$ cat config.mk
export PLATFORM = sky130hd
export DESIGN_NAME = aes_rcon_gen
export DESIGN_NICKNAME = d
export VERILOG_FILES = /design/src/rtl/aes_key_pkg.sv /design/src/rtl/aes_rcon_gen.sv
export VERILOG_INCLUDE_DIRS = /design/src /design/src/include
export SDC_FILE = /design/constraint.sdc
export NUM_CORES = 1
export LEC_CHECK = 0
export BUFFER_PORTS_ARGS = -buffer_cell sky130_fd_sc_hd__buf_4
export CORE_AREA = 2 2 39 41
export DETAILED_ROUTE_END_ITERATION = 8
export DIE_AREA = 0 0 41 43
export GPL_TIMING_DRIVEN = 0
export PLACE_DENSITY = 0.7
export REMOVE_ABC_BUFFERS = 1
export SYNTH_ARGS = -nofsm -noshare
export SYNTH_HDL_FRONTEND = slang
export SYNTH_SLANG_ARGS = --single-unit
$ cat constraint.sdc
create_clock -name clk_i -period 1.59 [get_ports clk_i]
set_clock_uncertainty 0.1 [all_clocks]
set_input_delay 0.159 -clock clk_i [delete_from_list [all_inputs] [get_ports clk_i]]
set_output_delay 0.159 -clock clk_i [all_outputs]
set_load 0.03 [all_outputs]
$ cat src/include/aes_key_consts.svh
// Fixed sizes of the AES key schedule engine
// Word and window widths, step counter width, step limits, Rcon start values

`ifndef AES_KEY_CONSTS_SVH
`define AES_KEY_CONSTS_SVH

// One schedule word and the held key window
`define AES_WORD_W 32
`define AES_KEY_WORDS 8

// Step counter width, wide enough for 13
`define AES_ROUND_W 4

// Expansion steps per key length
`define AES_STEPS_128 10
`define AES_STEPS_256 13

// Rcon start values
// forward always begins at 01, inverse at the last Rcon used
`define AES_RCON_FWD_INIT 8'h01
`define AES_RCON_INV_128 8'h36
`define AES_RCON_INV_256 8'h40

`endif

$ cat src/rtl/aes_key_pkg.sv
// Shared types of the AES key schedule engine
// Direction, key length and controller state enums, key word union

`include "aes_key_consts.svh"

package aes_key_pkg;

  // Direction of the expansion
  typedef enum logic {
    CIPH_FWD = 1'b0,
    CIPH_INV = 1'b1
  } ciph_op_e;

  // Key length
  // 2'b01 was AES-192 and is invalid here
  typedef enum logic [1:0] {
    AES_128 = 2'b00,
    AES_256 = 2'b10
  } key_len_e;

  // Controller state
  typedef enum logic {
    KEY_IDLE   = 1'b0,
    KEY_ACTIVE = 1'b1
  } key_ctrl_state_e;

  // One schedule word
  // XORed as a whole word, substituted byte by byte; b[3] is the FIPS first byte
  typedef union packed {
    logic [`AES_WORD_W-1:0] w;
    logic [3:0][7:0]        b;
  } key_word_u;

endpackage

$ cat src/rtl/aes_rcon_gen.sv
// Rcon register of the key schedule
// Start value per direction and key length, GF(2^8) times or divided by two

`timescale 1ns/1ps
`include "aes_key_consts.svh"

module aes_rcon_gen (
  input  logic                   clk_i,
  input  logic                   rst_ni,
  input  logic                   init_i,
  input  logic                   adv_i,
  input  aes_key_pkg::ciph_op_e  op_i,
  input  aes_key_pkg::key_len_e  key_len_i,
  output logic [7:0]             rcon_o
);

  logic [7:0] rcon_q;
  logic [7:0] rcon_init;
  logic [7:0] rcon_mul2;
  logic [7:0] rcon_div2;

  // Inverse runs start from the last Rcon the forward run used
  always_comb begin
    if (op_i == aes_key_pkg::CIPH_FWD) begin
      rcon_init = `AES_RCON_FWD_INIT;
    end else if (key_len_i == aes_key_pkg::AES_256) begin
      rcon_init = `AES_RCON_INV_256;
    end else begin
      rcon_init = `AES_RCON_INV_128;
    end
  end

  // xtime, reduced by the AES polynomial
  assign rcon_mul2 = {rcon_q[6:0], 1'b0} ^ (rcon_q[7] ? 8'h1b : 8'h00);
  // Inverse of xtime, odd values had been reduced
  assign rcon_div2 = {1'b0, rcon_q[7:1]} ^ (rcon_q[0] ? 8'h8d : 8'h00);

  always_ff @(posedge clk_i or negedge rst_ni) begin
    if (!rst_ni) begin
      rcon_q <= '0;
    end else if (init_i) begin
      rcon_q <= rcon_init;
    end else if (adv_i) begin
      rcon_q <= (op_i == aes_key_pkg::CIPH_FWD) ? rcon_mul2 : rcon_div2;
    end
  end

  assign rcon_o = rcon_q;

  // Powers of two in GF(2^8) never reach zero
  // An advance without a prior load would stay at zero
  a_rcon_nonzero : assert property (@(posedge clk_i) disable iff (!rst_ni)
    (init_i || adv_i) |=> rcon_o != 8'h00);

endmodule

# [Word-level counts from Yosys, hierarchy flattened]
# Cells that the tools add are included.
# Widths: inputs -> output; s select.
[classes] muxes=7 bitwise=2 reduce_logical=1 eq_ne=1
[op_table] cell="$mux 8" count=5
[op_table] cell="$xor 7x8->8" count=1
[op_table] cell="$xor 8x5->8" count=1
[op_table] cell="$mux 7" count=1
[op_table] cell="$mux 5" count=1
[op_table] cell="$eq 2x2->1 const B" count=1
[op_table] cell="$reduce_bool 2->1" count=1
[totals] regBits=8 wordCells=12 in_bits=7

# [Depth between registers and ports, before layout]
[depth] word_depth=5 ltp_mapped=4 mapped_depth_nobuf=3

# [Least setup slack after synthesis]
# Ideal clock, no wire load.
[synth_path] kind="flip-flop to flip-flop" startpoint="register rcon_q[0], in the netlist rcon_o[0]" endpoint="register rcon_q[2], in the netlist rcon_o[2]" required_ps=1417 slack_ps=205 n_path_buf=1 period_less_slack_ps=1385 stages_incl_launch_ff=5 arrival_time_ps=1212 cell_sequence="dfrtp_1 -> buf_4 -> xnor2_1 -> a211o_1 -> a21oi_2"
[synth_via] elab_chain_len=5
[synth_rtl] element="start, declared" line_no="aes_rcon_gen.sv:17" rtl="logic [7:0] rcon_q;"
[synth_rtl] element="start signal, assigned" line_no="aes_rcon_gen.sv:42" rtl="rcon_q <= rcon_init;"
[synth_rtl] element="start signal, assigned" line_no="aes_rcon_gen.sv:44" rtl="rcon_q <= (op_i == aes_key_pkg::CIPH_FWD) ? rcon_mul2 : rcon_div2;"
[synth_rtl] element="$mux 8" line_no="aes_rcon_gen.sv:36" rtl="assign rcon_div2 = {1'b0, rcon_q[7:1]} ^ (rcon_q[0] ? 8'h8d : 8'h00);"
[synth_rtl] element="$xor 7x8->8" line_no="aes_rcon_gen.sv:36"
[synth_rtl] element="$mux 8" line_no="aes_rcon_gen.sv:44"
[synth_rtl] element="$mux 8" line_no="aes_rcon_gen.sv:43" rtl="end else if (adv_i) begin"
[synth_rtl] element="$mux 8" line_no="aes_rcon_gen.sv:41" rtl="end else if (init_i) begin"
# Every way passes these cells. The select of a mux whose other input is x is not followed.
# A chain may end at the register's enable or synchronous reset.

# [Worst setup path in the final report]
# Ends and elaborated chain as after synthesis.

==> flow_metrics.py <==
metrics = {
    "run_status": {
        "status": "complete, no violations",
    },
    "cells_and_area": {
        "design_area_sq_um": 636,
        "n_fill_cell": 136,
        "drive_above_1_share_pct": 29.4,
        "largest_reg_flops": 8,
        "syn_to_final_growth_pct": 24.2,
        "n_antenna_cell": 0,
        "nets": 77,
    },
    "critical_path": {
        "cp.required_ps": 1660,
        "cp-end-kind": "flop",
        "worstPathMaxFanout": 8,
        "cp.arrival_ps": 1340,
        "path_class": "reg -> reg",
        "worstSetupStartpointType": "flop",
    },
    "clocking": {
        "cts_made_buffers": 3,
        "clk_pin_slew_ps": 60,
        "postCtsHoldBufs": 1,
        "cts_num_sinks": 8,
        "cts_resized": 0,
        "cts_buffer_depth": 2,
        "root_buffer": "clkbuf_4",
        "htreeDepth": 1,
        "cts_tree": "yes",
        "clk_latency_ps": 260,
        "cts_setup_buffers": 0,
    },
    "synth": {
        "synth_adder_area_share_pct": 0,
        "post_synth_main_area_contributors": "dfrtp_1 (39%), xor2_1 (6.8%), o211ai_1 (4.4%), a21oi_1 (3.9%), mux2i_1 (3.9%)",
        "synth_edf_count": 0,
        "ys.flop_type": "dfrtp_1",
        "synthSimpleGateAreaFrac_pct": 16.6,
        "syn_inst": 55,
        "synth-xor-area-share_pct": 8.56,
        "syn_avg_cell_area_sq_um": 9.30,
        "synth_top_family_by_area": "compound AO/OA/AOI/OAI gates",
        "yosysTopAreaCell": "dfrtp_1",
        "ys_types": 26,
        "synth_warnings": 0,
        "muxShareOfSynthArea_pct": 6.11,
        "netlist_area_sq_um": 512,
        "async_reset_ff_share_pct": 100,
        "synth_compound_area_share_pct": 21.5,
        "synth.most_common_cell": "dfrtp_1",
        "yosysSeqAreaShare_pct": 39.1,
        "yosysTopAreaCellShare_pct": 39.1,
        "synth_seq_cells": 8,
        "synthTopCellsByCount": "dfrtp_1 (8), a21oi_1 (4), nor3_1 (4), xor2_1 (4)",
    },
    "pwr": {
        "pwr_density_cell_nw_per_um2": 991,
        "ir_drop_mv": 0.474,
        "leakage_uw": 0.000294,
    },
    "detailed_routing": {
        "vias": 448,
        "drtIter0Drc": 14,
        "drt-vias-per-instance": 5.33,
        "drt-total-wl_mm": 1.13,
        "ant_nets": 0,
        "route.detailed.drc": 0,
        "wl_per_cell_um": 13.4,
        "dr.pass1.iters": 4,
    },
    "sta": {
        "fin_crit_ps": 1260,
        "tightest_slew_ps": 506,
        "maxSlewHeadroom_pct": 66.1,
        "setup_viol": 0,
        "post-route-period-util_pct": 79.5,
        "rsz0062_at_grt": "no",
        "slew_violations": 0,
        "setup_ws_ps": 327,
        "hold_violations": 0,
        "fmax_ghz": 0.792,
        "fin_setup_tns_ps": 0,
        "hold_ws_ps": 45.6,
    },
    "placement": {
        "place_ws_ps": 325,
        "hpwl_um": 801,
        "gp_congestion": 0.792,
        "io_buffers": 14,
        "dpl_cell_area_sq_um": 603,
    },
    "global_route": {
        "grt_pass1_vias": 360,
        "grt_pass1_wl_mm": 1.61,
        "overflow": 0,
        "grt_max_degree": 16,
        "track_usage_pct": 14.3,
        "antenna_found_initial": 0,
    },
    "floorplan": {
        "start_util_pct": 37.0,
        "rows": 14,
        "fp.dieW_um": 41,
        "ioPinCount": 15,
        "dieArea_sq_um": 1760,
        "core_area_sq_um": 1380,
        "die_height_um": 43,
    },
    "worst_hold_path": {
        "hold_class": "in -> reg",
    },
    "job": {
        "drv_cap": 0,
    },
}
==> stage by stage <==
step	total power (uW)	instances	util, %
after detailed placement	477	80	43.6
after floorplan	390	50	-
after CTS	644	84	45.9
after global placement	473	80	43.6
after global routing	672	84	45.9
final	630	84	45.9
==> worst paths after layout <==
check	start	end	slack, ps	cells after the start
worst max-delay path	rcon_o[0]	rcon_o[2]	330	3
worst min-delay path	init_i	rcon_o[3]	50	2
worst max register to register	rcon_o[0]	rcon_o[2]	330	3
worst min register to register	rcon_o[5]	rcon_o[5]	510	2
max in group asynchronous	rst_ni	rcon_o[6]	1090	2
min in group asynchronous	rst_ni	rcon_o[1]	160	2
==> worst max-delay path, cell delays in order (launching register included) <==
cell and delay [ps]:
dfrtp_1 480, xnor2_1 160, a211o_1 310, a21oi_2 140
==> final cells by class <==
| class | instances | area (sq um) | share of cell area, % |
|---|---|---|---|
| well taps | 16 | 20.0 | 3.15 |
| flip-flops and latches | 8 | 200 | 31.5 |
| inverters | 2 | 7.51 | 1.18 |
| multi-input cells | 40 | 270 | 42.5 |
| clock buffers | 3 | 22.5 | 3.54 |
| repair buffers | 15 | 115 | 18.1 |
==> report_power, final <==
part	leakage (uW)	internal, uW	total (uW)	switching, uW
Combinational	0.000182	91.8	208	116
Sequential	0.0000980	229	266	37.8
Clock	0.0000138	86.4	156	69.5
==> logic make-up after synthesis <==
logic type | Yosys count
buffers and inverters | 7
xor gates and xnor gates | 5
DFF | 8
muxes | 3
AOI/OAI and AO/OA | 16
and+or+nand+nor | 16
==> metal layers <==
metal	vias up	share of wire, %	GRT usage, %
met5	-	0	0
met4	0	1.3	12.0
met3	2	7.7	3.14
met2	20	48	18.4
met1	205	43	19.1
li1	221	-	-
==> placed cells by master, fill, tap and decap left out, types with 3 or more instances in the layout <==
| master | n |
|---|---|
| xor2_1 | 4 |
| nor2_1 | 3 |
| nor3_1 | 4 |
| dfrtp_1 | 8 |
| clkbuf_4 | 3 |
| o211ai_1 | 3 |
| a21oi_1 | 4 |
| buf_4 | 14 |
(Power assumes the default switching activity.)
