### src/include/aes_key_consts.svh
// Fixed sizes of the AES key schedule engine
// Word and window widths, step counter width, step limits, Rcon start values

`ifndef AES_KEY_CONSTS_SVH
`define AES_KEY_CONSTS_SVH

// One schedule word and the held key window
`define AES_WORD_W 32
`define AES_KEY_WORDS 8

// Step counter width, wide enough for 13
`define AES_ROUND_W 4

// Expansion steps per key length
`define AES_STEPS_128 10
`define AES_STEPS_256 13

// Rcon start values
// forward always begins at 01, inverse at the last Rcon used
`define AES_RCON_FWD_INIT 8'h01
`define AES_RCON_INV_128 8'h36
`define AES_RCON_INV_256 8'h40

`endif

### src/rtl/aes_key_pkg.sv
// Shared types of the AES key schedule engine
// Direction, key length and controller state enums, key word union

`include "aes_key_consts.svh"

package aes_key_pkg;

  // Direction of the expansion
  typedef enum logic {
    CIPH_FWD = 1'b0,
    CIPH_INV = 1'b1
  } ciph_op_e;

  // Key length
  // 2'b01 was AES-192 and is invalid here
  typedef enum logic [1:0] {
    AES_128 = 2'b00,
    AES_256 = 2'b10
  } key_len_e;

  // Controller state
  typedef enum logic {
    KEY_IDLE   = 1'b0,
    KEY_ACTIVE = 1'b1
  } key_ctrl_state_e;

  // One schedule word
  // XORed as a whole word, substituted byte by byte; b[3] is the FIPS first byte
  typedef union packed {
    logic [`AES_WORD_W-1:0] w;
    logic [3:0][7:0]        b;
  } key_word_u;

endpackage

### src/rtl/aes_key_round_cnt.sv
// Counter of completed expansion steps
// Flags the last step for the current key length

`timescale 1ns/1ps
`include "aes_key_consts.svh"

module aes_key_round_cnt (
  input  logic                    clk_i,
  input  logic                    rst_ni,
  input  logic                    clear_i,
  input  logic                    inc_i,
  input  aes_key_pkg::key_len_e   key_len_i,
  output logic [`AES_ROUND_W-1:0] round_o,
  output logic                    last_o
);

  logic [`AES_ROUND_W-1:0] round_q;
  logic [`AES_ROUND_W-1:0] limit;

  // Step limit, AES-128 for anything else
  assign limit = (key_len_i == aes_key_pkg::AES_256) ? `AES_ROUND_W'(`AES_STEPS_256) :
                                                       `AES_ROUND_W'(`AES_STEPS_128);

  // Clear wins, a restart may coincide with a step request
  always_ff @(posedge clk_i or negedge rst_ni) begin
    if (!rst_ni) begin
      round_q <= '0;
    end else if (clear_i) begin
      round_q <= '0;
    end else if (inc_i) begin
      round_q <= round_q + 1'b1;
    end
  end

  assign round_o = round_q;
  assign last_o  = (round_q == limit);

  // Controller stops stepping at the limit
  a_round_in_range : assert property (@(posedge clk_i) disable iff (!rst_ni)
    round_q <= limit);

endmodule

### config.mk
export PLATFORM = sky130hd
export DESIGN_NAME = aes_key_round_cnt
export DESIGN_NICKNAME = d
export VERILOG_FILES = /design/src/rtl/aes_key_pkg.sv /design/src/rtl/aes_key_round_cnt.sv
export VERILOG_INCLUDE_DIRS = /design/src /design/src/include
export SDC_FILE = /design/constraint.sdc
export NUM_CORES = 1
export LEC_CHECK = 0
export BUFFER_PORTS_ARGS = -buffer_cell sky130_fd_sc_hd__buf_2
export CAP_MARGIN = 0
export CORE_AREA = 2 2 39 41
export CTS_CLUSTER_DIAMETER = 60
export DETAILED_ROUTE_END_ITERATION = 12
export DIE_AREA = 0 0 41 43
export GPL_ROUTABILITY_DRIVEN = 0
export SLEW_MARGIN = 20
export SYNTH_ARGS = -nofsm -noshare
export SYNTH_HDL_FRONTEND = slang
export SYNTH_SLANG_ARGS = --single-unit
### constraint.sdc
create_clock -name clk_i -period 1 [get_ports clk_i]
set_input_delay 0.05 -clock clk_i [delete_from_list [all_inputs] [get_ports clk_i]]
set_output_delay 0.05 -clock clk_i [all_outputs]
set_load 0.02 [all_outputs]
# Word level (Yosys, flattened, before mapping)
# Index checks and enable logic that the tools add are counted.
# op_classes
mux,3
n_reduce_logical,1
n_addsub,1
n_eq_ne,2
# op_table
operator,n
two-way mux 4 bit,2
adder 4 x 1 -> 4 bit (second input constant),1
== test 4 bit,1
two-way mux 3 bit,1
== test 2 bit (second input constant),1
nonzero test 2 bit,1
# totals
register_bits,4
elab_cells,8

# Depth between registers and ports, before layout
# Gate-level depths: netlist of run 1.
# depth
depth_word,3
ltp_mapped,3
depth_no_buf,3

# Worst setup path after synthesis of run 1
# No wires, ideal clock.
# synth_path
kind,flip-flop to flip-flop
startpoint,"register round_q[0], in the netlist round_o[0]"
endpoint,"register round_q[2], in the netlist round_o[2]"
setup_ns,0.077
n_path_buf,0
period_less_slack_ns,1.105
slack_ns,-0.105
arrival_time_ns,1.028
stages_incl_launch_ff,4
cell_sequence,dfrtp_1 -> ha_1 -> a21bo_2 -> a21oi_1
# synth_via
elab_chain_cells,3
# synth_rtl
element,line_no,source
start: declaration,aes_key_round_cnt.sv:17,logic [`AES_ROUND_W-1:0] round_q;
start signal: assignment,aes_key_round_cnt.sv:31,round_q <= round_q + 1'b1;
adder 4 x 1 -> 4 bit,aes_key_round_cnt.sv:31,
two-way mux 4 bit,aes_key_round_cnt.sv:30,end else if (inc_i) begin
two-way mux 4 bit,aes_key_round_cnt.sv:28,end else if (clear_i) begin
# No other way between the ends. The select of a mux whose other input is x is not followed.
# A chain may end at the register's enable or synchronous reset.

# Worst setup path in the final report of run 1
# layout_path
startpoint,"register round_q[0], in the netlist round_o[0]"
endpoint,output last_o
# layout_via
elab_chain_cells,1
# layout_rtl
element,line_no,source
== test 4 bit,aes_key_round_cnt.sv:36,assign last_o = (round_q == limit);
end: declaration,aes_key_round_cnt.sv:14,output logic last_o
# No other way between the ends.

==> impl_metrics.prom, run 1 <==
# TYPE chip_impl_metric gauge
chip_impl_info{name="run_status",value="finished with violations"} 1
chip_impl_info{name="violations",value="setup timing"} 1
chip_impl_metric{name="ys_types",unit=""} 16
chip_impl_metric{name="drv_slew",unit=""} 0
chip_impl_metric{name="syn_inst",unit=""} 21
chip_impl_metric{name="postSynthAreaPerCell",unit="sq um"} 11.08
chip_impl_metric{name="final-hold-violation-count",unit=""} 0
chip_impl_metric{name="powerDensity",unit="nW/um^2"} 1215
chip_impl_info{name="tritoncts",value="done"} 1
chip_impl_metric{name="clk_pin_slew_worst_paths",unit="ps"} 40
chip_impl_metric{name="fp.dieArea",unit="sq um"} 1763
chip_impl_metric{name="maxCapViolCount",unit=""} 0
chip_impl_metric{name="postLayoutSetupSlackWorst",unit="ps"} -248.0
chip_impl_metric{name="seq_area",unit="sq um"} 105.1
chip_impl_metric{name="fin_crit_sh",unit="%"} 124.8
chip_impl_metric{name="multiInputGateArea",unit="sq um"} 156.4
chip_impl_metric{name="max_freq",unit="GHz"} 0.8013
chip_impl_metric{name="antennaDiodeCount",unit=""} 0
chip_impl_metric{name="detail_route.iter0.violations",unit=""} 2
chip_impl_metric{name="synth_nets",unit=""} 28
chip_impl_metric{name="worstSkewPairLatency",unit="ps"} 240
chip_impl_metric{name="path_max_fanout",unit=""} 6
chip_impl_metric{name="number_of_antenna_violations_at_the_first_check_in_global_routing",unit=""} 0
chip_impl_metric{name="fin_nets",unit=""} 47
chip_impl_info{name="setup.worst_path.end_class",value="output port"} 1
chip_impl_metric{name="leakage",unit="nW"} 0.1865
chip_impl_info{name="grt_setup_unrepaired",value="yes"} 1
chip_impl_info{name="launching_element_type_of_the_critical_path",value="flip-flop"} 1
chip_impl_metric{name="yosys_warnings",unit=""} 0
chip_impl_metric{name="grt_first_pass_wirelength",unit="um"} 903
chip_impl_metric{name="dr_total_vias",unit=""} 233
chip_impl_metric{name="final_util",unit="%"} 28.66
chip_impl_metric{name="count_of_input_and_output_buffers",unit=""} 10
chip_impl_metric{name="drtPass1Iterations",unit=""} 2
chip_impl_metric{name="cp.arrival",unit="ps"} 1200
chip_impl_metric{name="period_minus_slack",unit="ps"} 1248
chip_impl_metric{name="ioPinCount",unit=""} 11
chip_impl_metric{name="relative_area_change_from_synthesis_to_final_layout",unit="%"} 70.43
chip_impl_metric{name="floorplan.initialDensity",unit="%"} 16.82
chip_impl_metric{name="critical_path_required",unit="ps"} 950
chip_impl_metric{name="timing.max_slew.rel_slack",unit="%"} 86.22
chip_impl_metric{name="peakVddDrop",unit="uV"} 613.8
chip_impl_metric{name="grt.total_usage",unit="%"} 8.468
chip_impl_metric{name="final_worst_clock_skew",unit="ps"} 1.135
chip_impl_metric{name="routed_wire_per_std_cell",unit="um"} 10.13
chip_impl_metric{name="report.final.setup_viol",unit=""} 4
chip_impl_metric{name="grt_pass1_vias",unit=""} 233
chip_impl_metric{name="drive_above_1_share",unit="%"} 68.42
chip_impl_metric{name="cts_inserted_buffers",unit=""} 3
chip_impl_metric{name="worst_pin_slew",unit="ps"} 203.7
chip_impl_metric{name="viasPerCell",unit=""} 4.315
chip_impl_info{name="worstSetupPathType",value="reg2out"} 1
chip_impl_info{name="root_buffer",value="sky130_fd_sc_hd__clkbuf_4"} 1
chip_impl_info{name="worst_hold_class",value="in2reg"} 1
chip_impl_metric{name="power",unit="mW"} 0.4821
chip_impl_metric{name="ys_seq_elements",unit=""} 4
chip_impl_metric{name="drt.antenna.violating_nets",unit=""} 0
chip_impl_metric{name="die_width",unit="um"} 41
chip_impl_metric{name="dp_worst_setup_slack",unit="ps"} -82.27
chip_impl_metric{name="ctsLongestPathBuffers",unit=""} 2
chip_impl_metric{name="routed_wl",unit="um"} 547
chip_impl_metric{name="filler_cell_count",unit=""} 142
chip_impl_metric{name="gr-total-overflow",unit=""} 0
chip_impl_metric{name="grt_start_max_net_pins",unit=""} 7
chip_impl_metric{name="largest_register_ff_count",unit=""} 4
chip_impl_metric{name="mappedNetlistArea",unit="sq um"} 232.7
chip_impl_metric{name="cts_num_sinks",unit=""} 4
chip_impl_metric{name="die_h",unit="um"} 43
chip_impl_metric{name="htreeDepth",unit=""} 1
chip_impl_metric{name="core_region_area",unit="sq um"} 1384
chip_impl_metric{name="whs",unit="ps"} 30.41
chip_impl_metric{name="fp-row-count",unit=""} 14
chip_impl_metric{name="drt_drc_violations_left",unit=""} 0
chip_impl_metric{name="post_synthesis_sequential_area_ratio",unit="%"} 43.01
layer usage:
metal	global-route usage (%)	routed length, um
met5	0	0
met4	10.00	15
met3	3.141	64
met2	10.94	222
met1	9.121	244
final timing paths:
path | from | endpoint | slack (ps) | depth (start not counted)
max | round_o[0]$_DFFE_PN0P_ | last_o | -250 | 3
min | clear_i | round_o[2]$_DFFE_PN0P_ | 30 | 2
max reg2reg | round_o[1]$_DFFE_PN0P_ | round_o[3]$_DFFE_PN0P_ | -200 | 4
min reg2reg | round_o[2]$_DFFE_PN0P_ | round_o[2]$_DFFE_PN0P_ | 630 | 2
max in group asynchronous | rst_ni | round_o[0]$_DFFE_PN0P_ | 730 | 2
min in group asynchronous | rst_ni | round_o[3]$_DFFE_PN0P_ | 140 | 2
cells by family (layout without fill, tap and decap cells):
kind of cell | after synthesis | count (layout) | share of synthesized area (%)
multiplexers | 2 | 2 | 10.75
flip-flops | 4 | 4 | 43.01
AO/OA/AOI/OAI | 3 | 3 | 10.75
buffers and inverters | 0 | 17 | 0
AND/OR/NAND/NOR | 10 | 10 | 26.35
XOR/XNOR | 1 | 1 | 3.764
adder cells (fa/ha/maj) | 1 | 1 | 5.375
critical path, stage by stage (launching register included):
cell                      delay, ps
sky130_fd_sc_hd__dfrtp_2        440
sky130_fd_sc_hd__and2_1         170
sky130_fd_sc_hd__a32o_2         230
sky130_fd_sc_hd__buf_6          130
cells in the final DEF, fill, tap and decap left out:
cell type                       instances
sky130_fd_sc_hd__dfrtp_2                4
sky130_fd_sc_hd__nor2b_1                1
sky130_fd_sc_hd__a21oi_2                1
sky130_fd_sc_hd__mux2_4                 1
sky130_fd_sc_hd__nand2b_1               1
sky130_fd_sc_hd__nand3b_1               1
sky130_fd_sc_hd__xnor2_1                1
sky130_fd_sc_hd__dlygate4sd3_1          1
sky130_fd_sc_hd__nor3b_1                1
sky130_fd_sc_hd__ha_4                   1
sky130_fd_sc_hd__and2_1                 1
sky130_fd_sc_hd__nor2_1                 3
sky130_fd_sc_hd__mux2i_1                1
sky130_fd_sc_hd__clkbuf_4               3
sky130_fd_sc_hd__buf_4                  2
sky130_fd_sc_hd__nor4bb_2               1
sky130_fd_sc_hd__a21bo_2                1
sky130_fd_sc_hd__buf_6                  2
sky130_fd_sc_hd__nand4_1                1
sky130_fd_sc_hd__a32o_2                 1
sky130_fd_sc_hd__buf_2                  9
cell usage after synthesis:
cell type	n	share of area [%]
sky130_fd_sc_hd__nand4_1	1	2.7
sky130_fd_sc_hd__nor2b_1	1	2.7
sky130_fd_sc_hd__nor3b_1	1	3.2
sky130_fd_sc_hd__xnor2_1	1	3.8
sky130_fd_sc_hd__nand3b_1	1	3.2
sky130_fd_sc_hd__mux2_4	1	6.4
sky130_fd_sc_hd__a21oi_1	1	2.1
sky130_fd_sc_hd__a32o_1	1	4.3
sky130_fd_sc_hd__dfrtp_1	4	43
sky130_fd_sc_hd__nor4bb_1	1	4.3
sky130_fd_sc_hd__a21bo_2	1	4.3
sky130_fd_sc_hd__and2_1	1	2.7
sky130_fd_sc_hd__nor2_1	3	4.8
sky130_fd_sc_hd__nand2b_1	1	2.7
sky130_fd_sc_hd__ha_1	1	5.4
sky130_fd_sc_hd__mux2i_1	1	4.3
cell type report:
type	instances	area share, %
Sequential cell	4	26.50
Timing Repair Buffer	14	23.34
Clock buffer	3	5.678
Multi-Input combinational cell	17	39.43
Tap cell	16	5.047
through the flow:
| stage | instance area, sq um | instances | TNS (ps) |
|---|---|---|---|
| floorplan | 251.5 | 21 | -39.84 |
| global placement | 329.1 | 48 | -62.75 |
| detailed placement | 329.1 | 48 | -98.18 |
| CTS | 379.1 | 53 | -555.8 |
| global route | 396.6 | 54 | -990.1 |
| finish | 396.6 | 54 | -813.1 |
timing repair:
action / in CTS / in global routing
gates resized for setup: 3 / 2
setup endpoints to repair: 3 / 4
setup buffers: 1 / 1
hold endpoints to repair: 4 / 0
hold buffers: 1 / 0
pin swaps: 3 / 3
power by group:
| group | internal [mW] | total, mW | switching [mW] | leakage, nW |
|---|---|---|---|---|
| combinational | 0.0497 | 0.0936 | 0.0439 | 0.125 |
| sequential | 0.173 | 0.185 | 0.0127 | 0.0481 |
| clock | 0.134 | 0.203 | 0.0686 | 0.0138 |
(Power assumes the default switching activity.)
==> run 2, diff against run 1 <==
--- a/config.mk
+++ b/config.mk
@@ -17,3 +17,4 @@
 export SYNTH_ARGS = -nofsm -noshare
 export SYNTH_HDL_FRONTEND = slang
 export SYNTH_SLANG_ARGS = --single-unit
+export TNS_END_PERCENT = 50
==> impl_metrics.prom, run 2 (synthesis gave the netlist of run 1 again) <==
# TYPE chip_impl_metric gauge
chip_impl_info{name="run_status",value="finished with violations"} 1
chip_impl_info{name="violations",value="setup timing"} 1
chip_impl_metric{name="grt_first_pass_wirelength",unit="um"} 745
chip_impl_metric{name="timing.max_slew.rel_slack",unit="%"} 85.77
chip_impl_info{name="worstSetupPathType",value="reg2out"} 1
chip_impl_metric{name="number_of_antenna_violations_at_the_first_check_in_global_routing",unit=""} 0
chip_impl_metric{name="ff2ff_setup_slack",unit="ps"} -130
chip_impl_metric{name="viasPerCell",unit=""} 4.151
chip_impl_metric{name="cp.arrival",unit="ps"} 1210
chip_impl_metric{name="count_of_input_and_output_buffers",unit=""} 10
chip_impl_metric{name="path_max_fanout",unit=""} 4
chip_impl_info{name="root_buffer",value="sky130_fd_sc_hd__clkbuf_4"} 1
chip_impl_metric{name="relative_area_change_from_synthesis_to_final_layout",unit="%"} 63.98
chip_impl_metric{name="postLayoutSetupSlackWorst",unit="ps"} -264.7
chip_impl_metric{name="fp-row-count",unit=""} 14
chip_impl_info{name="final_common_cell",value="sky130_fd_sc_hd__buf_2"} 1
chip_impl_metric{name="worst_path_largest_cell_delay",unit="ps"} 420
chip_impl_metric{name="final_worst_clock_skew",unit="ps"} 4.242
chip_impl_metric{name="drt_drc_violations_left",unit=""} 0
chip_impl_metric{name="dp_worst_setup_slack",unit="ps"} -48.78
chip_impl_metric{name="fp.dieArea",unit="sq um"} 1763
chip_impl_info{name="launching_element_type_of_the_critical_path",value="flip-flop"} 1
chip_impl_metric{name="cts_num_sinks",unit=""} 4
chip_impl_metric{name="htreeDepth",unit=""} 1
chip_impl_info{name="commonest_cells_after_routing_fill_and_taps_aside",value="sky130_fd_sc_hd__buf_2, sky130_fd_sc_hd__dfrtp_2, sky130_fd_sc_hd__nor2_1, sky130_fd_sc_hd__clkbuf_4"} 1
chip_impl_metric{name="drtPass1Iterations",unit=""} 1
chip_impl_metric{name="report.final.setup_viol",unit=""} 4
chip_impl_info{name="setup.worst_path.end_class",value="output port"} 1
chip_impl_metric{name="largest_register_ff_count",unit=""} 4
chip_impl_info{name="worst_hold_class",value="in2reg"} 1
chip_impl_metric{name="fin_nets",unit=""} 46
chip_impl_metric{name="dr_total_vias",unit=""} 220
chip_impl_info{name="tritoncts",value="done"} 1
chip_impl_metric{name="drv_slew",unit=""} 0
chip_impl_metric{name="max_freq",unit="GHz"} 0.7907
chip_impl_metric{name="cts_inserted_buffers",unit=""} 3
chip_impl_metric{name="final-hold-violation-count",unit=""} 0
chip_impl_metric{name="worst-path-buf-inv",unit=""} 1
chip_impl_metric{name="critical_path_required",unit="ps"} 950
chip_impl_info{name="timing.critical_path.cells",value="nor4bb_2 > a32o_2 > buf_6"} 1
chip_impl_metric{name="maxCapViolCount",unit=""} 0
chip_impl_metric{name="clk_pin_slew_worst_paths",unit="ps"} 40
chip_impl_info{name="cp_top_family",value="flip-flops"} 1
chip_impl_metric{name="gr-total-overflow",unit=""} 0
chip_impl_metric{name="period_minus_slack",unit="ps"} 1265
chip_impl_metric{name="drive_above_1_share",unit="%"} 67.57
chip_impl_metric{name="die_width",unit="um"} 41
chip_impl_metric{name="antennaDiodeCount",unit=""} 0
chip_impl_metric{name="grt_start_max_net_pins",unit=""} 7
chip_impl_metric{name="floorplan.initialDensity",unit="%"} 16.82
chip_impl_metric{name="die_h",unit="um"} 43
chip_impl_metric{name="fin_crit_sh",unit="%"} 126.5
chip_impl_metric{name="worstSkewPairLatency",unit="ps"} 240
chip_impl_info{name="grt_setup_unrepaired",value="yes"} 1
chip_impl_info{name="critPathSlowestCell",value="sky130_fd_sc_hd__dfrtp_2"} 1
chip_impl_metric{name="peakVddDrop",unit="uV"} 421.1
chip_impl_metric{name="routed_wl",unit="um"} 551
chip_impl_metric{name="worst_pin_slew",unit="ps"} 210.4
chip_impl_metric{name="power",unit="mW"} 0.4751
chip_impl_metric{name="leakage",unit="nW"} 0.1807
chip_impl_metric{name="routed_wire_per_std_cell",unit="um"} 10.40
chip_impl_metric{name="ctsLongestPathBuffers",unit=""} 2
chip_impl_metric{name="grt_pass1_vias",unit=""} 192
chip_impl_metric{name="grt.total_usage",unit="%"} 6.754
chip_impl_metric{name="core_region_area",unit="sq um"} 1384
chip_impl_metric{name="drt.antenna.violating_nets",unit=""} 0
chip_impl_metric{name="ioPinCount",unit=""} 11
chip_impl_metric{name="detail_route.iter0.violations",unit=""} 0
chip_impl_metric{name="powerDensity",unit="nW/um^2"} 1245
[run 2: cell count changes in the layout (fill, tap and decap cells not counted)]
| cell | change |
|---|---|
| sky130_fd_sc_hd__buf_2 | -1 |
| sky130_fd_sc_hd__ha_4 | -1 |
| sky130_fd_sc_hd__ha_2 | +1 |
[run 2: repair_timing]
| action | 4_1_cts | 5_1_grt |
|---|---|---|
| endpoints found under the setup margin | 3 | 5 |
| hold endpoints to repair | 4 | 0 |
| hold buffers | 1 | 0 |
| resized for setup | 3 | 3 |
| pin swaps | 2 | 1 |
| setup buffers | 2 | 0 |
[run 2: power breakdown]
group          switching, mW  total (mW)  internal (mW)  leakage [nW]
clock                 0.0699       0.204          0.135        0.0138
combinational         0.0410      0.0861         0.0451         0.119
sequential            0.0119       0.185          0.173        0.0481
[run 2: path summary, 6_finish.rpt]
| check | from | end | cells past startpoint |
|---|---|---|---|
| min reg2reg | round_o[2]$_DFFE_PN0P_ | round_o[2]$_DFFE_PN0P_ | 2 |
| min | clear_i | round_o[2]$_DFFE_PN0P_ | 2 |
| max reg2reg | round_o[1]$_DFFE_PN0P_ | round_o[1]$_DFFE_PN0P_ | 4 |
| max in group asynchronous | rst_ni | round_o[2]$_DFFE_PN0P_ | 2 |
| max | round_o[1]$_DFFE_PN0P_ | last_o | 3 |
| min in group asynchronous | rst_ni | round_o[3]$_DFFE_PN0P_ | 2 |
[run 2: metrics by stage]
stage / util, % / TNS [ps] / instances / area [sq um] / hold WS [ps]
floorplan: - / -48.76 / 21 / 241.5 / -245.6
global placement: 22.51 / -30.12 / 47 / 311.5 / -140.6
detailed placement: 22.51 / -76.71 / 47 / 311.5 / -137.3
CTS: 26.67 / -607.1 / 53 / 369.1 / 16.88
global route: 27.58 / -771.0 / 53 / 381.6 / 35.25
finish: 27.58 / -598.4 / 53 / 381.6 / 27.93
[run 2: cell type report]
cell class                 count  area (sq um)
fill                         149          1002
clock buffer                   3         22.52
multi-input combinational     17         146.4
timing repair buffer          13         87.58
tap                           16         20.02
sequential                     4         105.1
[run 2: routing by layer]
layer | vias to the layer above | share of wire, % | GRT usage, %
met3 | 0 | 6.9 | 3.141
met2 | 7 | 45 | 8.750
li1 | 109 | - | -
met1 | 104 | 48 | 7.818
met4 | 0 | 0 | 6.000
met5 | - | 0 | 0
==> run 3, diff against run 2 <==
--- a/config.mk
+++ b/config.mk
@@ -13,6 +13,7 @@
 export DETAILED_ROUTE_END_ITERATION = 12
 export DIE_AREA = 0 0 41 43
 export GPL_ROUTABILITY_DRIVEN = 0
+export SKIP_CTS_REPAIR_TIMING = 1
 export SLEW_MARGIN = 20
 export SYNTH_ARGS = -nofsm -noshare
 export SYNTH_HDL_FRONTEND = slang
==> impl_metrics.prom, run 3 (synthesis gave the netlist of run 1 again) <==
# TYPE chip_impl_metric gauge
chip_impl_metric{name="drt_drc_violations_left",unit=""} 0
chip_impl_info{name="root_buffer",value="sky130_fd_sc_hd__clkbuf_4"} 1
chip_impl_metric{name="final_util",unit="%"} 25.77
chip_impl_metric{name="powerDensity",unit="nW/um^2"} 1286
chip_impl_metric{name="core_region_area",unit="sq um"} 1384
chip_impl_metric{name="cp.arrival",unit="ps"} 1240
chip_impl_metric{name="drtPass1Iterations",unit=""} 1
chip_impl_metric{name="multiInputGateArea",unit="sq um"} 142.6
chip_impl_metric{name="fin_crit_sh",unit="%"} 128.8
chip_impl_metric{name="fin_nets",unit=""} 44
chip_impl_metric{name="gr-total-overflow",unit=""} 0
chip_impl_metric{name="final_worst_clock_skew",unit="ps"} 4.363
chip_impl_info{name="violations",value="setup timing"} 1
chip_impl_metric{name="die_width",unit="um"} 41
chip_impl_metric{name="clock_network_power_share",unit="%"} 44.5
chip_impl_metric{name="die_h",unit="um"} 43
chip_impl_metric{name="postLayoutSetupSlackWorst",unit="ps"} -288.0
chip_impl_metric{name="power_switching_share",unit="%"} 25.91
chip_impl_metric{name="max_freq",unit="GHz"} 0.7764
chip_impl_metric{name="dr_total_vias",unit=""} 212
chip_impl_metric{name="detail_route.iter0.violations",unit=""} 0
chip_impl_info{name="worst_hold_class",value="in2reg"} 1
chip_impl_metric{name="p_int",unit="mW"} 0.3398
chip_impl_metric{name="report.final.setup_viol",unit=""} 3
chip_impl_metric{name="grt_pass1_vias",unit=""} 183
chip_impl_info{name="timing.critical_path.cells",value="nor4bb_2 > a32o_2 > buf_6"} 1
chip_impl_metric{name="dp.cells",unit=""} 47
chip_impl_metric{name="period_minus_slack",unit="ps"} 1288
chip_impl_metric{name="layout.cells.non_filler",unit=""} 51
chip_impl_info{name="tritoncts",value="done"} 1
chip_impl_info{name="final_common_cell",value="sky130_fd_sc_hd__buf_2"} 1
chip_impl_info{name="commonest_cells_after_routing_fill_and_taps_aside",value="sky130_fd_sc_hd__buf_2, sky130_fd_sc_hd__dfrtp_2, sky130_fd_sc_hd__nor2_1, sky130_fd_sc_hd__clkbuf_4"} 1
chip_impl_metric{name="grt.total_usage",unit="%"} 6.351
chip_impl_metric{name="ioPinCount",unit=""} 11
chip_impl_metric{name="seq_area",unit="sq um"} 105.1
chip_impl_metric{name="routed_wl",unit="um"} 509
chip_impl_metric{name="whs",unit="ps"} 22.18
chip_impl_metric{name="fp.dieArea",unit="sq um"} 1763
chip_impl_metric{name="comb_power_share",unit="%"} 14.9
chip_impl_metric{name="maxCapViolCount",unit=""} 0
chip_impl_metric{name="clk_pin_slew_worst_paths",unit="ps"} 40
chip_impl_metric{name="leakage",unit="nW"} 0.1692
chip_impl_metric{name="ctsLongestPathBuffers",unit=""} 2
chip_impl_info{name="worstSetupPathType",value="reg2out"} 1
chip_impl_metric{name="final-hold-violation-count",unit=""} 0
chip_impl_metric{name="cts_inserted_buffers",unit=""} 3
chip_impl_metric{name="drv_slew",unit=""} 0
chip_impl_metric{name="routed_wire_per_std_cell",unit="um"} 9.980
chip_impl_metric{name="peakVddDrop",unit="uV"} 432.9
chip_impl_metric{name="path_max_fanout",unit=""} 6
chip_impl_metric{name="worst_pin_slew",unit="ps"} 214.0
chip_impl_info{name="critPathSlowestCell",value="sky130_fd_sc_hd__dfrtp_2"} 1
chip_impl_metric{name="antennaDiodeCount",unit=""} 0
chip_impl_metric{name="drive_above_1_share",unit="%"} 62.86
chip_impl_metric{name="count_of_input_and_output_buffers",unit=""} 10
chip_impl_metric{name="timing.max_slew.rel_slack",unit="%"} 85.53
chip_impl_metric{name="grt_first_pass_wirelength",unit="um"} 696
chip_impl_metric{name="viasPerCell",unit=""} 4.157
chip_impl_info{name="setup.worst_path.end_class",value="output port"} 1
chip_impl_info{name="run_status",value="finished with violations"} 1
chip_impl_metric{name="fp-row-count",unit=""} 14
chip_impl_metric{name="grt_start_max_net_pins",unit=""} 7
chip_impl_metric{name="drt.antenna.violating_nets",unit=""} 0
chip_impl_info{name="grt_setup_unrepaired",value="yes"} 1
chip_impl_metric{name="floorplan.initialDensity",unit="%"} 16.82
chip_impl_info{name="launching_element_type_of_the_critical_path",value="flip-flop"} 1
chip_impl_metric{name="critical_path_required",unit="ps"} 950
chip_impl_metric{name="detailed_place.area",unit="sq um"} 311.5
chip_impl_metric{name="worstSkewPairLatency",unit="ps"} 240
chip_impl_metric{name="htreeDepth",unit=""} 1
chip_impl_metric{name="largest_register_ff_count",unit=""} 4
chip_impl_metric{name="layout.cell_area.non_filler",unit="sq um"} 356.6
chip_impl_metric{name="number_of_antenna_violations_at_the_first_check_in_global_routing",unit=""} 0
chip_impl_metric{name="worst_path_largest_cell_delay",unit="ps"} 430
chip_impl_metric{name="cts_num_sinks",unit=""} 4
chip_impl_metric{name="filler_cell_count",unit=""} 153
chip_impl_metric{name="relative_area_change_from_synthesis_to_final_layout",unit="%"} 53.23
chip_impl_metric{name="power.sequential.fraction",unit="%"} 40.6
chip_impl_metric{name="sw_power",unit="mW"} 0.1188
run 3: per-stage QoR:
stage	total power [mW]	TNS, ps	setup slack (ps)
6_report	0.4586	-328.7	-288.0
5_1_grt	0.4830	-476.4	-336.7
2_1_floorplan	0.2204	-48.76	-31.24
4_1_cts	0.4694	-366.4	-315.1
3_5_place_dp	0.2532	-76.71	-48.78
3_3_place_gp	0.2515	-30.12	-26.28
run 3: critical path, delay by kind of cell, from the launching register on:
| family | cells | cell delay (ps) |
|---|---|---|
| AOI/OAI and AO/OA | 1 | 170 |
| DFF | 1 | 430 |
| and+or+nand+nor | 1 | 290 |
| buffers and inverters | 1 | 110 |
run 3: cell type report:
type	count	area share, %
Multi-Input combinational cell	17	40.00
Sequential cell	4	29.47
Clock buffer	3	6.316
Tap cell	16	5.614
Timing Repair Buffer	11	18.60
run 3: power groups by stage:
stage	Clock [mW]	Combinational (mW)	Sequential, mW
after floorplan	0	0.0239	0.197
after global placement	0	0.0646	0.187
after detailed placement	0	0.0658	0.187
after CTS	0.218	0.0663	0.185
after global routing	0.218	0.0772	0.187
final	0.204	0.0683	0.186
run 3: metal layers:
metal	routed length, um	GRT usage (%)	vias to the layer above
li1	-	-	105
met1	256	7.492	100
met5	0	0	-
met3	31	3.141	0
met2	220	7.813	7
met4	0	6.000	0
run 3: worst paths after layout:
| check | start | end | slack (ps) | cells past startpoint |
|---|---|---|---|---|
| min in group asynchronous | rst_ni | round_o[3]$_DFFE_PN0P_ | 150 | 2 |
| max in group asynchronous | rst_ni | round_o[2]$_DFFE_PN0P_ | 710 | 2 |
| worst min register to register | round_o[1]$_DFFE_PN0P_ | round_o[1]$_DFFE_PN0P_ | 600 | 2 |
| worst max register to register | round_o[1]$_DFFE_PN0P_ | round_o[2]$_DFFE_PN0P_ | -30 | 3 |
| worst min-delay path | clear_i | round_o[1]$_DFFE_PN0P_ | 20 | 2 |
| worst max-delay path | round_o[1]$_DFFE_PN0P_ | last_o | -290 | 3 |
